## config.mk

```make
export PLATFORM = sky130hd
export DESIGN_NAME = muldiv_top
export DESIGN_NICKNAME = d
export VERILOG_FILES = /design/src/common/muldiv_pkg.sv /design/src/muldiv/mul_unit.sv /design/src/muldiv/div_unit.sv /design/src/logic/muldiv_ctrl.sv /design/src/logic/muldiv_top.sv
export VERILOG_INCLUDE_DIRS = /design/src /design/src/common
export SDC_FILE = /design/constraint.sdc
export NUM_CORES = 2
export LEC_CHECK = 0
export ABC_AREA = 1
export BUFFER_PORTS_ARGS = -buffer_cell sky130_fd_sc_hd__buf_2
export CORE_UTILIZATION = 50
export DETAILED_ROUTE_END_ITERATION = 16
export GPL_TIMING_DRIVEN = 0
export PLACE_DENSITY = 0.75
export SKIP_LAST_GASP = 1
export SLEW_MARGIN = 10
export SYNTH_ARGS = -nofsm -noshare
export SYNTH_HDL_FRONTEND = slang
export SYNTH_HIERARCHICAL = 1
export SYNTH_SLANG_ARGS = --single-unit
```

## constraint.sdc

```tcl
create_clock -name clk -period 13.5 [get_ports clk]
set_input_delay 0.675 -clock clk [delete_from_list [all_inputs] [get_ports clk]]
set_output_delay 0.675 -clock clk [all_outputs]
set_load 0.1 [all_outputs]
```

## src/common/muldiv_defs.svh

```systemverilog
`ifndef MULDIV_DEFS_SVH
`define MULDIV_DEFS_SVH

// Operand and result width
`define MULDIV_XLEN 64

// Multiplier slice, the signed slice element is one bit wider
`define MULDIV_SLICE 16

// Divider iterations, one quotient bit each
`define MULDIV_ITER_D 64
`define MULDIV_ITER_W 32

`endif

```

## src/common/muldiv_pkg.sv

```systemverilog
`include "muldiv_defs.svh"

package muldiv_pkg;

    typedef logic [`MULDIV_XLEN-1:0] word_t;

    // M-extension funct3, bit 2 selects the divider
    typedef logic [2:0] funct3_t;

    // Two signed slice products plus headroom for a column of four
    typedef logic signed [2*(`MULDIV_SLICE+1)+2:0] accum_t;

    typedef struct packed {
        funct3_t op;
        logic    is_word;
        word_t   operand_a;
        word_t   operand_b;
    } muldiv_req_t;

    typedef enum logic {
        IDLE,
        BUSY
    } mul_state_e;

endpackage

```

## src/muldiv/mul_unit.sv

```systemverilog
`timescale 1ns/1ps
`include "muldiv_defs.svh"

module mul_unit (
    input  logic              clk,
    input  logic              rstn,
    input  muldiv_pkg::word_t i_operand_a,
    input  muldiv_pkg::word_t i_operand_b,
    input  logic [1:0]        i_op,
    input  logic              i_word,
    input  logic              i_valid,
    output logic              o_ready,
    output muldiv_pkg::word_t o_value,
    output logic              o_valid
);

    muldiv_pkg::mul_state_e state, state_d;

    logic [1:0] a_idx, a_idx_d;
    logic [1:0] b_idx, b_idx_d;
    logic [2:0] col;
    logic [2:0] col_next;
    logic       col_end;
    logic       done;

    // Operands with one extension bit, sign or zero
    logic [`MULDIV_XLEN:0] op_a, op_a_d;
    logic [`MULDIV_XLEN:0] op_b, op_b_d;
    logic                  op_low, op_low_d;
    logic                  op_word, op_word_d;

    muldiv_pkg::accum_t            accum, accum_d;
    muldiv_pkg::accum_t            mac_prod;
    logic signed [`MULDIV_SLICE:0] mac_a;
    logic signed [`MULDIV_SLICE:0] mac_b;

    muldiv_pkg::word_t value_d;
    logic              valid_d;

    // Lower slices are unsigned, only the top one carries the sign
    function automatic logic [`MULDIV_SLICE:0] slice_of(
        input logic [`MULDIV_XLEN:0] op,
        input logic [1:0]            idx
    );
        logic [`MULDIV_SLICE:0] s;
        if (idx == 2'd3) begin
            s = op[`MULDIV_XLEN:3*`MULDIV_SLICE];
        end else begin
            s = {1'b0, op[idx*`MULDIV_SLICE +: `MULDIV_SLICE]};
        end
        return s;
    endfunction

    assign o_ready = (state == muldiv_pkg::IDLE);

    // The single multiply-accumulate
    assign mac_a    = slice_of(op_a, a_idx);
    assign mac_b    = slice_of(op_b, b_idx);
    assign mac_prod = accum + mac_a * mac_b;

    // Column walk runs from the highest a slice down
    assign col      = {1'b0, a_idx} + {1'b0, b_idx};
    assign col_next = col + 3'd1;
    assign col_end  = (a_idx == 2'd0) || (b_idx == 2'd3);
    assign done     = (col == 3'd1 && op_word) || (col == 3'd3 && op_low) || (col == 3'd6);

    always_comb begin
        state_d   = state;
        a_idx_d   = a_idx;
        b_idx_d   = b_idx;
        op_a_d    = op_a;
        op_b_d    = op_b;
        op_low_d  = op_low;
        op_word_d = op_word;
        accum_d   = accum;
        value_d   = o_value;
        valid_d   = 1'b0;

        case (state)
            muldiv_pkg::IDLE: begin
                if (i_valid) begin
                    // Only MULHU treats a as unsigned, MULHSU and MULHU treat b so
                    op_a_d    = {(i_op != 2'b11) & i_operand_a[`MULDIV_XLEN-1], i_operand_a};
                    op_b_d    = {~i_op[1] & i_operand_b[`MULDIV_XLEN-1], i_operand_b};
                    op_low_d  = (i_op == 2'b00);
                    op_word_d = i_word;
                    accum_d   = '0;
                    a_idx_d   = 2'd0;
                    b_idx_d   = 2'd0;
                    state_d   = muldiv_pkg::BUSY;
                end
            end
            muldiv_pkg::BUSY: begin
                accum_d = mac_prod;
                if (!col_end) begin
                    a_idx_d = a_idx - 2'd1;
                    b_idx_d = b_idx + 2'd1;
                end else begin
                    // High columns 4 to 6 reuse the low result slots
                    value_d[col[1:0]*`MULDIV_SLICE +: `MULDIV_SLICE] =
                        mac_prod[`MULDIV_SLICE-1:0];
                    accum_d = mac_prod >>> `MULDIV_SLICE;

                    if (col_next > 3'd3) begin
                        a_idx_d = 2'd3;
                        b_idx_d = col_next[1:0] + 2'd1;
                    end else begin
                        a_idx_d = col_next[1:0];
                        b_idx_d = 2'd0;
                    end

                    if (col == 3'd1 && op_word) begin
                        value_d[`MULDIV_XLEN-1:`MULDIV_SLICE] =
                            {{(`MULDIV_XLEN-2*`MULDIV_SLICE){mac_prod[`MULDIV_SLICE-1]}},
                             mac_prod[`MULDIV_SLICE-1:0]};
                    end
                    if (col == 3'd6) begin
                        // Last column holds the top 32 bits with all carries in
                        value_d[`MULDIV_XLEN-1:2*`MULDIV_SLICE] =
                            mac_prod[2*`MULDIV_SLICE-1:0];
                    end

                    if (done) begin
                        valid_d = 1'b1;
                        state_d = muldiv_pkg::IDLE;
                    end
                end
            end
            default: begin
                state_d = muldiv_pkg::IDLE;
            end
        endcase
    end

    always_ff @(posedge clk or negedge rstn) begin
        if (!rstn) begin
            state   <= muldiv_pkg::IDLE;
            a_idx   <= 2'd0;
            b_idx   <= 2'd0;
            o_valid <= 1'b0;
        end else begin
            state   <= state_d;
            a_idx   <= a_idx_d;
            b_idx   <= b_idx_d;
            o_valid <= valid_d;
        end
    end

    always_ff @(posedge clk) begin
        op_a    <= op_a_d;
        op_b    <= op_b_d;
        op_low  <= op_low_d;
        op_word <= op_word_d;
        accum   <= accum_d;
        o_value <= value_d;
    end

endmodule

```

## src/muldiv/div_unit.sv

```systemverilog
`timescale 1ns/1ps
`include "muldiv_defs.svh"

module div_unit (
    input  logic              clk,
    input  logic              rstn,
    input  muldiv_pkg::word_t i_operand_a,
    input  muldiv_pkg::word_t i_operand_b,
    input  logic              i_rem,
    input  logic              i_unsigned,
    input  logic              i_word,
    input  logic              i_valid,
    output logic              o_ready,
    output muldiv_pkg::word_t o_value,
    output logic              o_valid
);

    typedef logic [$clog2(`MULDIV_ITER_D):0] iter_t;

    muldiv_pkg::word_t a_ext;
    muldiv_pkg::word_t b_ext;
    logic              a_sign;
    logic              b_sign;
    muldiv_pkg::word_t a_mag;
    muldiv_pkg::word_t b_mag;
    muldiv_pkg::word_t a_flip;
    muldiv_pkg::word_t a_rev;

    // Iterations left, zero means idle
    iter_t             iter, iter_d;
    muldiv_pkg::word_t dvd, dvd_d;
    muldiv_pkg::word_t dsr, dsr_d;
    muldiv_pkg::word_t quo, quo_d;
    muldiv_pkg::word_t rem, rem_d;
    logic              quo_neg, quo_neg_d;
    logic              rem_neg, rem_neg_d;
    logic              use_rem, use_rem_d;
    logic              is_word, is_word_d;

    muldiv_pkg::word_t value_d;
    logic              valid_d;

    assign o_ready = (iter == '0);

    // Sign and magnitude, word operands extended first
    always_comb begin
        if (i_word) begin
            a_ext = {{(`MULDIV_XLEN-`MULDIV_ITER_W){~i_unsigned & i_operand_a[`MULDIV_ITER_W-1]}},
                     i_operand_a[`MULDIV_ITER_W-1:0]};
            b_ext = {{(`MULDIV_XLEN-`MULDIV_ITER_W){~i_unsigned & i_operand_b[`MULDIV_ITER_W-1]}},
                     i_operand_b[`MULDIV_ITER_W-1:0]};
        end else begin
            a_ext = i_operand_a;
            b_ext = i_operand_b;
        end

        a_sign = ~i_unsigned & a_ext[`MULDIV_XLEN-1];
        b_sign = ~i_unsigned & b_ext[`MULDIV_XLEN-1];
        a_mag  = a_sign ? -a_ext : a_ext;
        b_mag  = b_sign ? -b_ext : b_ext;

        for (int i = 0; i < `MULDIV_XLEN; i++) begin
            a_flip[i] = a_mag[`MULDIV_XLEN-1-i];
        end
        // Word magnitude sits in the low half, so its MSB must land at bit 0
        a_rev = i_word ? (a_flip >> (`MULDIV_XLEN - `MULDIV_ITER_W)) : a_flip;
    end

    always_comb begin
        iter_d    = iter;
        dvd_d     = dvd >> 1;
        dsr_d     = dsr;
        quo_d     = quo << 1;
        rem_d     = {rem[`MULDIV_XLEN-2:0], dvd[0]};
        quo_neg_d = quo_neg;
        rem_neg_d = rem_neg;
        use_rem_d = use_rem;
        is_word_d = is_word;
        value_d   = o_value;
        valid_d   = 1'b0;

        if (iter == '0) begin
            if (i_valid) begin
                iter_d    = i_word ? iter_t'(`MULDIV_ITER_W) : iter_t'(`MULDIV_ITER_D);
                dvd_d     = a_rev;
                dsr_d     = b_mag;
                quo_d     = '0;
                rem_d     = '0;
                // Divide by zero leaves an all-ones quotient, never negated
                quo_neg_d = (a_sign ^ b_sign) && (b_mag != '0);
                rem_neg_d = a_sign;
                use_rem_d = i_rem;
                is_word_d = i_word;
            end
        end else begin
            iter_d = iter - 1'b1;
            if (rem_d >= dsr) begin
                rem_d    = rem_d - dsr;
                quo_d[0] = 1'b1;
            end

            if (iter_d == '0) begin
                valid_d = 1'b1;
                if (use_rem) begin
                    value_d = rem_neg ? -rem_d : rem_d;
                end else begin
                    value_d = quo_neg ? -quo_d : quo_d;
                end
                if (is_word) begin
                    value_d = {{(`MULDIV_XLEN-`MULDIV_ITER_W){value_d[`MULDIV_ITER_W-1]}},
                               value_d[`MULDIV_ITER_W-1:0]};
                end
            end
        end
    end

    always_ff @(posedge clk or negedge rstn) begin
        if (!rstn) begin
            iter    <= '0;
            o_valid <= 1'b0;
        end else begin
            iter    <= iter_d;
            o_valid <= valid_d;
        end
    end

    always_ff @(posedge clk) begin
        dvd     <= dvd_d;
        dsr     <= dsr_d;
        quo     <= quo_d;
        rem     <= rem_d;
        quo_neg <= quo_neg_d;
        rem_neg <= rem_neg_d;
        use_rem <= use_rem_d;
        is_word <= is_word_d;
        o_value <= value_d;
    end

endmodule

```

## src/logic/muldiv_ctrl.sv

```systemverilog
`timescale 1ns/1ps

module muldiv_ctrl (
    input  logic                    clk,
    input  logic                    rstn,
    input  muldiv_pkg::muldiv_req_t i_req,
    input  logic                    i_valid,
    input  logic                    i_mul_ready,
    input  logic                    i_mul_valid,
    input  muldiv_pkg::word_t       i_mul_value,
    input  logic                    i_div_ready,
    input  logic                    i_div_valid,
    input  muldiv_pkg::word_t       i_div_value,
    output logic                    o_ready,
    output logic                    o_mul_start,
    output logic [1:0]              o_mul_op,
    output logic                    o_div_start,
    output logic                    o_div_rem,
    output logic                    o_div_unsigned,
    output muldiv_pkg::word_t       o_operand_a,
    output muldiv_pkg::word_t       o_operand_b,
    output logic                    o_word,
    output muldiv_pkg::word_t       o_value,
    output logic                    o_valid
);

    muldiv_pkg::funct3_t op;
    logic                accept;
    logic                to_div;
    // High while the divider owns the operation in flight
    logic                owner_div;

    assign op     = i_req.op;
    assign to_div = op[2];

    assign o_ready = i_mul_ready & i_div_ready;
    assign accept  = i_valid & o_ready;

    assign o_mul_start    = accept & ~to_div;
    assign o_mul_op       = op[1:0];
    assign o_div_start    = accept & to_div;
    assign o_div_rem      = op[1];
    assign o_div_unsigned = op[0];

    assign o_operand_a = i_req.operand_a;
    assign o_operand_b = i_req.operand_b;
    assign o_word      = i_req.is_word;

    always_ff @(posedge clk or negedge rstn) begin
        if (!rstn) begin
            owner_div <= 1'b0;
        end else if (accept) begin
            owner_div <= to_div;
        end
    end

    // Result merge
    assign o_value = owner_div ? i_div_value : i_mul_value;
    assign o_valid = owner_div ? i_div_valid : i_mul_valid;

endmodule

```

## src/logic/muldiv_top.sv

```systemverilog
`timescale 1ns/1ps

module muldiv_top (
    input  logic                    clk,
    input  logic                    rstn,
    input  muldiv_pkg::muldiv_req_t i_req,
    input  logic                    i_valid,
    output logic                    o_ready,
    output muldiv_pkg::word_t       o_value,
    output logic                    o_valid
);

    logic              mul_start;
    logic [1:0]        mul_op;
    logic              mul_ready;
    logic              mul_valid;
    muldiv_pkg::word_t mul_value;

    logic              div_start;
    logic              div_rem;
    logic              div_unsigned;
    logic              div_ready;
    logic              div_valid;
    muldiv_pkg::word_t div_value;

    // Shared operand bus to both units
    muldiv_pkg::word_t operand_a;
    muldiv_pkg::word_t operand_b;
    logic              is_word;

    muldiv_ctrl u_muldiv_ctrl (
        .clk            (clk),
        .rstn           (rstn),
        .i_req          (i_req),
        .i_valid        (i_valid),
        .i_mul_ready    (mul_ready),
        .i_mul_valid    (mul_valid),
        .i_mul_value    (mul_value),
        .i_div_ready    (div_ready),
        .i_div_valid    (div_valid),
        .i_div_value    (div_value),
        .o_ready        (o_ready),
        .o_mul_start    (mul_start),
        .o_mul_op       (mul_op),
        .o_div_start    (div_start),
        .o_div_rem      (div_rem),
        .o_div_unsigned (div_unsigned),
        .o_operand_a    (operand_a),
        .o_operand_b    (operand_b),
        .o_word         (is_word),
        .o_value        (o_value),
        .o_valid        (o_valid)
    );

    mul_unit u_mul_unit (
        .clk         (clk),
        .rstn        (rstn),
        .i_operand_a (operand_a),
        .i_operand_b (operand_b),
        .i_op        (mul_op),
        .i_word      (is_word),
        .i_valid     (mul_start),
        .o_ready     (mul_ready),
        .o_value     (mul_value),
        .o_valid     (mul_valid)
    );

    div_unit u_div_unit (
        .clk         (clk),
        .rstn        (rstn),
        .i_operand_a (operand_a),
        .i_operand_b (operand_b),
        .i_rem       (div_rem),
        .i_unsigned  (div_unsigned),
        .i_word      (is_word),
        .i_valid     (div_start),
        .o_ready     (div_ready),
        .o_value     (div_value),
        .o_valid     (div_valid)
    );

endmodule

```

Word-level counts from Yosys, hierarchy flattened
Index checks and enable logic that the tools add are counted.
{"block": "op_classes", "add_sub_neg": 13, "mul": 1, "order_cmp": 2, "eq_ne": 8, "n_shift": 4, "n_mux": 49, "bitwise": 17, "n_reduce_logical": 16}
{"op": "$mux 64", "count": 11}
{"op": "$mux 63", "count": 6}
{"op": "$neg 64->64", "count": 4}
{"op": "$shiftx 65x7->16", "count": 2}
{"op": "$pmux 37 s2", "count": 1}
{"op": "$bwmux 64", "count": 1}
{"op": "$ge 64x64->1", "count": 1}
{"op": "$reduce_bool 64->1", "count": 1}
{"op": "$shift 16x34->64 const A", "count": 1}
{"op": "$shiftx 16x34->64", "count": 1}
{"op": "$sub 64x64->64", "count": 1}
{"op": "$mux 62", "count": 1}
{"op": "$mux 48", "count": 1}
{"op": "$add 37x34->37", "count": 1}
{"op": "$mux 37", "count": 1}
{"op": "$mux 36", "count": 1}
{"op": "$mul 17x17->34", "count": 1}
{"op": "$mux 17", "count": 2}
{"op": "$neg 6->34", "count": 1}
{"op": "$mux 32", "count": 1}
{"op": "$mux 7", "count": 3}
{"op": "$logic_not 7->1", "count": 2}
{"op": "$mux 1", "count": 12}
{"op": "$and 1x1->1", "count": 10}
{"op": "21 further kinds", "count": 43}
{"block": "word_totals", "register_bits": 570, "in_bits": 135, "wordCells": 133}

Logic depth before layout (Yosys ltp)
{"block": "depth", "word_depth": 8, "mapped_depth": 40}

Hierarchy
The synthesis kept the hierarchy.
{"mod": "div_unit", "n_inst": 1, "cells_each": 4706, "area_each_um2": 27717.8}
{"mod": "mul_unit", "n_inst": 1, "cells_each": 2626, "area_each_um2": 24019.3}
{"mod": "muldiv_ctrl", "n_inst": 1, "cells_each": 351, "area_each_um2": 1974.4}

Worst setup path after synthesis
Ideal clock, no wire load.
{"block": "synth_path", "kind": "reg-to-reg", "start": "register u_div_unit.iter[0]", "end": "register u_mul_unit.op_a[0], enable pin", "setup_time_ps": 628, "arrival_time_ps": 7676, "path_slack_ps": 5196, "stages_incl_launch_ff": 12, "path_buffers": 2, "synth_period_minus_slack_ps": 8304, "cell_sequence": "dfrtp_1 > inv_1 > ha_1 > nor3b_1 > nand3b_1 > nor2_1 > clkbuf_1 > clkbuf_1 > nand3_1 > nor2_1 > inv_1 > nor2_1"}
{"block": "synth_between", "elab_chain_cells": 5}
{"item": "from (decl)", "line": "div_unit.sv:30", "source": "iter_t iter, iter_d;"}
{"item": "from (signal assigned)", "line": "div_unit.sv:122", "source": "iter <= iter_d;"}
{"item": "$logic_not 7->1", "line": "div_unit.sv:43", "source": "assign o_ready = (iter == '0);"}
{"item": "net div_ready", "line": "muldiv_top.sv:22", "source": "logic div_ready;"}
{"item": "$and 1x1->1", "line": "muldiv_ctrl.sv:36", "source": "assign o_ready = i_mul_ready & i_div_ready;"}
{"item": "$and 1x1->1", "line": "muldiv_ctrl.sv:37", "source": "assign accept = i_valid & o_ready;"}
{"item": "$and 1x1->1", "line": "muldiv_ctrl.sv:39", "source": "assign o_mul_start = accept & ~to_div;"}
{"item": "net mul_start", "line": "muldiv_top.sv:13", "source": "logic mul_start;"}
{"item": "$reduce_and 2->1 (no source line)"}
{"item": "to (signal assigned)", "line": "mul_unit.sv:150", "source": "op_a <= op_a_d;"}
{"item": "to (decl)", "line": "mul_unit.sv:27", "source": "logic [`MULDIV_XLEN:0] op_a, op_a_d;"}
The timed path passes the listed nets, and every way through them passes these cells.
A chain may end at the register's enable or synchronous reset.

Final worst setup path
{"block": "layout_path", "start": "register u_mul_unit.b_idx[1]", "end": "register u_mul_unit.accum[11] (data pin)"}
{"block": "layout_between", "elab_chain_cells": 6, "word_cells_on_any_way": 8}
{"item": "from (decl)", "line": "mul_unit.sv:20", "source": "logic [1:0] b_idx, b_idx_d;"}
{"item": "from (signal assigned)", "line": "mul_unit.sv:144", "source": "b_idx <= b_idx_d;"}
{"item": "$shiftx 65x7->16 or $eq 2x2->1 (tied branches)", "line": "mul_unit.sv:49, mul_unit.sv:46, mul_unit.sv:64"}
{"item": "$mux 17", "line": "mul_unit.sv:46", "source": "if (idx == 2'd3) begin"}
{"item": "$mul 17x17->34", "line": "mul_unit.sv:59", "source": "assign mac_prod = accum + mac_a * mac_b;"}
{"item": "$add 37x34->37", "line": "mul_unit.sv:59"}
{"item": "$mux 36 *", "line": "mul_unit.sv:95", "source": "if (!col_end) begin"}
{"item": "$pmux 37 s2 *", "line": "mul_unit.sv:79", "source": "case (state)"}
{"item": "to (signal assigned)", "line": "mul_unit.sv:154", "source": "accum <= accum_d;"}
{"item": "to (decl)", "line": "mul_unit.sv:32", "source": "muldiv_pkg::accum_t accum, accum_d;"}
Mark *: on every way between the ends. The rest lies on a longest branch, timed or not.

==> results.md <==
- The slowest cell on the critical path is sky130_fd_sc_hd__a22oi_1.
- The warning count from the yosys run is 6.
- Setup repair after global routing left no endpoint under its margin.
- In this run the number of H-tree levels came out at 3.
- Counting distinct cell types in the post-synthesis netlist gives 55.
- The run finished with clean final reports.
- The insertion delay to the later sink of the worst-skew pair is between 0.6 and 0.7 ns.
- The routed via count divided by cell count is around 5.5.
- The count of endpoints failing setup in the final report is 0.
- Tracing the worst setup path back leads to its startpoint at u_mul_unit/b_idx[1]$_DFFE_PN0P_.
- The share of layout cells above drive strength 1 is approximately 7%.
- The total global routing overflow is 0.
- At the pin with the least slew margin, the transition time is around 1.4 ns.
- The via count of the first global-routing pass is ~49k.
- The number of remaining DRC errors is 0.
- Synthesis handed over a netlist of around 7.7k instances.
- In the synthesized netlist the dominant register cell turns out to be sky130_fd_sc_hd__edfxtp_1.
- The worst pin sits at a relative slew slack of under 10%.
- Measured along the x axis, the die boundary spans about 330 µm.
- The routed layout has between 50k and 60k vias.
- From synthesis to final layout, the design area changed by 8.71%.
- On the final layout, the worst clock skew is about 0.041 ns.
- The number of antenna violations at the first check in global routing is 4.
- The critical-path maximum fanout is 16.
- The analysis attributes to cell leakage a power of 29.4 nW.
- Buffers added to address setup during post-CTS repair amount to 0.
- A synthesized cell averages approximately 7 µm².
- The max-slew violation total from the final report is 0.
- The capturing element type of the critical path is a flip-flop.
- The routed wirelength normalized by instance count is about 22 µm.
- The global-route wire length before repair is 303,000 µm.
- In the final timing run, aggregate negative setup slack is 0 ns.
- The family with the most delay on the worst path is adder cells.
- The maximum number of pins on one net before global-route repair is 65.
- STA puts the critical path data arrival time at about 9.6 ns.
- The final-report hold violation count is 0.
- Counting both buffers and inverters, the worst setup path holds a total of 10.
- For this run, the slowest stage of the critical path takes just under 0.9 ns.
- The post-layout worst setup margin is approximately 4.3 ns.
- The final critical path takes up between 60% and 70% of the cycle.
- The cell sitting at the root of the clock tree is a sky130_fd_sc_hd__clkbuf_16.
- The number of input and output port buffers inserted is 69.
- Data on the critical path is required at its endpoint by around 14 ns.
- The total global routing track utilization is 37.8%.
- The worst hold path begins at i_req[122].
- After synthesis the netlist holds a flip-flop and latch count of between 500 and 600.
- The region available for standard cell placement spans between 100,000 and 150,000 µm².
- The synthesized design contains about 370 enable-type register cells.
- The number of violations of the max-capacitance limit is 0.
- approximately 200 I/O pins were placed.
- The worst setup path is launched from a flip-flop.
- The detail route stage leaves a number of antenna-violating nets equal to 0.
- The top cell type by total area after synthesis is sky130_fd_sc_hd__edfxtp_1.
- The area share of the leading cell type in the synthesized netlist is slightly above 20%.
- Clock-pin slew was measured on the worst setup and hold paths at 0.06 ns.
- TritonCTS created 69 clock buffers.
- Sequential elements use 28.2% of the synthesized area.
- The net count after synthesis is roughly 8.4k.
- The synthesized area is roughly 54,000 µm².
- The maximum VDD drop is ~0.099 mV.
- In this run the power density over the cells is slightly below 70 nW/µm².
- The category of the critical setup timing path is reg2reg.
- The worst slack at placement is 4.49 ns.
- Once the clock tree was built, the resizer swapped 0 gates to a different size.
- The cell row count is 119.
- The CTS tree is done.
- The area of the die is around 110,000 µm².
- The initial cell density of the core is between 50% and 60%.
- In this run the critical register-to-register path is launched from u_mul_unit/b_idx[1]$_DFFE_PN0P_.
- By area the synthesized netlist is led by sky130_fd_sc_hd__edfxtp_1 20%, sky130_fd_sc_hd__nand2_1 15%, sky130_fd_sc_hd__fa_1 13%.
- The post-synthesis async set-or-reset flop share is under 10%.
- For this run, the detailed router's first-pass iteration total came to 6.
- In this design, the critical path's most frequently occurring cell is sky130_fd_sc_hd__inv_1.
- The DRC violation total after the first TritonRoute iteration is 5,547.
- For this run, the top clock speed supported by timing is about 0.11 GHz.
- The congestion estimate from routability-driven global placement came to ~1.0.
- For the finished layout, the period the worst path requires is approximately 9.2 ns.
- The number of hold buffers added after CTS was 1.
- The placed wire-length estimate is approximately 170,000 µm.
- The CTS sink count is 570.
- For this block, the routed nets add up to 207,000 µm of wire.
- The vertical die dimension is around 330 µm.
- The number of nets in the layout is 8,528.
- In this run the register-to-register setup slack is ~4.3 ns.
- The clock passes through at most 3 buffers.
- The type of the tightest min-delay check is in2reg.
==> sequential cells by signal, summed over array words and instances, names as in the netlist, 2 cells and up <==
register / flops
u_div_unit/dsr: 64
u_mul_unit/op_a: 65
u_div_unit/rem: 63
u_mul_unit/o_value: 64
u_mul_unit/accum: 37
u_div_unit/o_value: 64
u_div_unit/dvd: 64
u_div_unit/quo: 63
u_mul_unit/a_idx: 2
u_div_unit/iter: 7
u_mul_unit/b_idx: 2
u_mul_unit/op_b: 65
==> path summary, 6_finish.rpt <==
check | endpoint | cells after the start
worst max-delay path | u_mul_unit/accum[11]$_SDFFCE_PN0P_ | 29
worst min-delay path | u_mul_unit/op_a[58]$_DFFE_PP_ | 1
worst max register to register | u_mul_unit/accum[11]$_SDFFCE_PN0P_ | 29
worst min register to register | u_div_unit/dvd[2]$_DFF_P_ | 2
max in group asynchronous | u_div_unit/iter[0]$_DFFE_PN0P_ | 2
min in group asynchronous | u_mul_unit/a_idx[1]$_DFFE_PN0P_ | 2
==> stage by stage <==
| stage | total power, mW | cell area (µm²) | util (%) | hold slack (ns) | instances |
|---|---|---|---|---|---|
| 4_1_cts | 4.02 | 58400 | 55.1 | 0.194 | 9285 |
| 3_3_place_gp | 2.13 | 55800 | 52.7 | 0.408 | 9143 |
| 6_report | 4.00 | 58400 | 55.2 | 0.224 | 9287 |
| 5_1_grt | 4.09 | 58400 | 55.2 | 0.206 | 9286 |
| 3_5_place_dp | 2.13 | 56100 | 53.0 | 0.413 | 9161 |
| 2_1_floorplan | 2.04 | 53700 | - | 0.379 | 7683 |
==> final cells by class <==
| class | instances | area (µm²) |
|---|---|---|
| fillers | 10300 | 47500 |
| repair buffers | 89 | 671 |
| plain buffers | 354 | 2140 |
| well taps | 1391 | 1740 |
| diodes | 1 | 2.50 |
| inverters | 1553 | 5830 |
| flip-flops and latches | 570 | 15100 |
| multi-input cells | 5206 | 30600 |
| clock inverters | 35 | 380 |
| clock buffers | 88 | 1850 |
==> cell families after synthesis <==
group | count (synthesis) | synth area share (%)
compound gates | 765 | 8.12
xor+xnor | 151 | 2.46
fa+ha+maj | 550 | 17.9
buf+inv | 1907 | 14.8
flops | 570 | 28.2
simple gates | 3740 | 28.5
==> power by group <==
group | switching, mW | internal, mW | leakage, nW
clock | 0.812 | 1.08 | 1.09
combinational | 0.182 | 0.0759 | 23.3
sequential | 0 | 1.85 | 5.05
total | 0.994 | 3.00 | 29.4
==> placed cells by master, fill, tap and decap left out, types with 16 or more instances in the layout <==
master / instances
sky130_fd_sc_hd__a22oi_2: 16
sky130_fd_sc_hd__nand2_1: 2082
sky130_fd_sc_hd__inv_2: 25
sky130_fd_sc_hd__xor2_1: 107
sky130_fd_sc_hd__a22oi_1: 17
sky130_fd_sc_hd__xnor2_1: 44
sky130_fd_sc_hd__nand2_2: 23
sky130_fd_sc_hd__buf_2: 112
sky130_fd_sc_hd__clkbuf_1: 133
sky130_fd_sc_hd__buf_6: 28
sky130_fd_sc_hd__fa_1: 362
sky130_fd_sc_hd__a21oi_2: 33
sky130_fd_sc_hd__o22ai_1: 60
sky130_fd_sc_hd__o21ai_0: 329
sky130_fd_sc_hd__nand3_1: 443
sky130_fd_sc_hd__nand4_1: 71
sky130_fd_sc_hd__inv_1: 1524
sky130_fd_sc_hd__buf_4: 150
sky130_fd_sc_hd__buf_1: 20
sky130_fd_sc_hd__edfxtp_1: 365
sky130_fd_sc_hd__nor2_1: 898
sky130_fd_sc_hd__a21oi_1: 226
sky130_fd_sc_hd__o31ai_1: 32
sky130_fd_sc_hd__clkbuf_16: 70
sky130_fd_sc_hd__dfxtp_1: 190
sky130_fd_sc_hd__ha_1: 188
sky130_fd_sc_hd__nor4_1: 48
sky130_fd_sc_hd__nor2_2: 20
sky130_fd_sc_hd__nor3_1: 96
==> Yosys cell counts, types with 11 or more instances <==
master                     instances
sky130_fd_sc_hd__a21oi_2          32
sky130_fd_sc_hd__dfrtp_1          15
sky130_fd_sc_hd__buf_6            26
sky130_fd_sc_hd__or2_2            11
sky130_fd_sc_hd__dfxtp_1         190
sky130_fd_sc_hd__and2_1           12
sky130_fd_sc_hd__nand2_2          23
sky130_fd_sc_hd__a22oi_2          16
sky130_fd_sc_hd__buf_2            43
sky130_fd_sc_hd__nand3_1         443
sky130_fd_sc_hd__xnor2_1          44
sky130_fd_sc_hd__ha_1            188
sky130_fd_sc_hd__nor4_1           48
sky130_fd_sc_hd__inv_1          1525
sky130_fd_sc_hd__buf_1            20
sky130_fd_sc_hd__o21ai_0         329
sky130_fd_sc_hd__a21oi_1         227
sky130_fd_sc_hd__fa_1            362
sky130_fd_sc_hd__nor2_1          903
sky130_fd_sc_hd__nor3_1           97
sky130_fd_sc_hd__xor2_1          107
sky130_fd_sc_hd__a22oi_1          17
sky130_fd_sc_hd__clkbuf_1        120
sky130_fd_sc_hd__inv_2            24
sky130_fd_sc_hd__nand2_1        2082
sky130_fd_sc_hd__o22ai_1          60
sky130_fd_sc_hd__nand4_1          71
sky130_fd_sc_hd__nand3b_1         15
sky130_fd_sc_hd__o31ai_1          32
sky130_fd_sc_hd__nor2_2           17
sky130_fd_sc_hd__edfxtp_1        365
sky130_fd_sc_hd__buf_4           143
sky130_fd_sc_hd__o21ai_1          15
==> worst reg2reg max path, delay by kind of cell (launching register included) <==
kind                       cells  cell delay [ns]
AOI/OAI and AO/OA              2             1.13
buffers and inverters         10             2.34
adders and majority gates      7             3.32
DFF                            1             0.55
and+or+nand+nor               10             1.63
==> metal layers <==
metal  GRT usage, %  up-vias  routed length, µm
met4           19.1        6              11500
met5              0        -                 44
met2           58.5     2651              91100
met1           51.0    24000              85100
li1               -    24000                  -
met3           6.35      477              19000
Note: power is estimated with default switching activity, not from simulation.
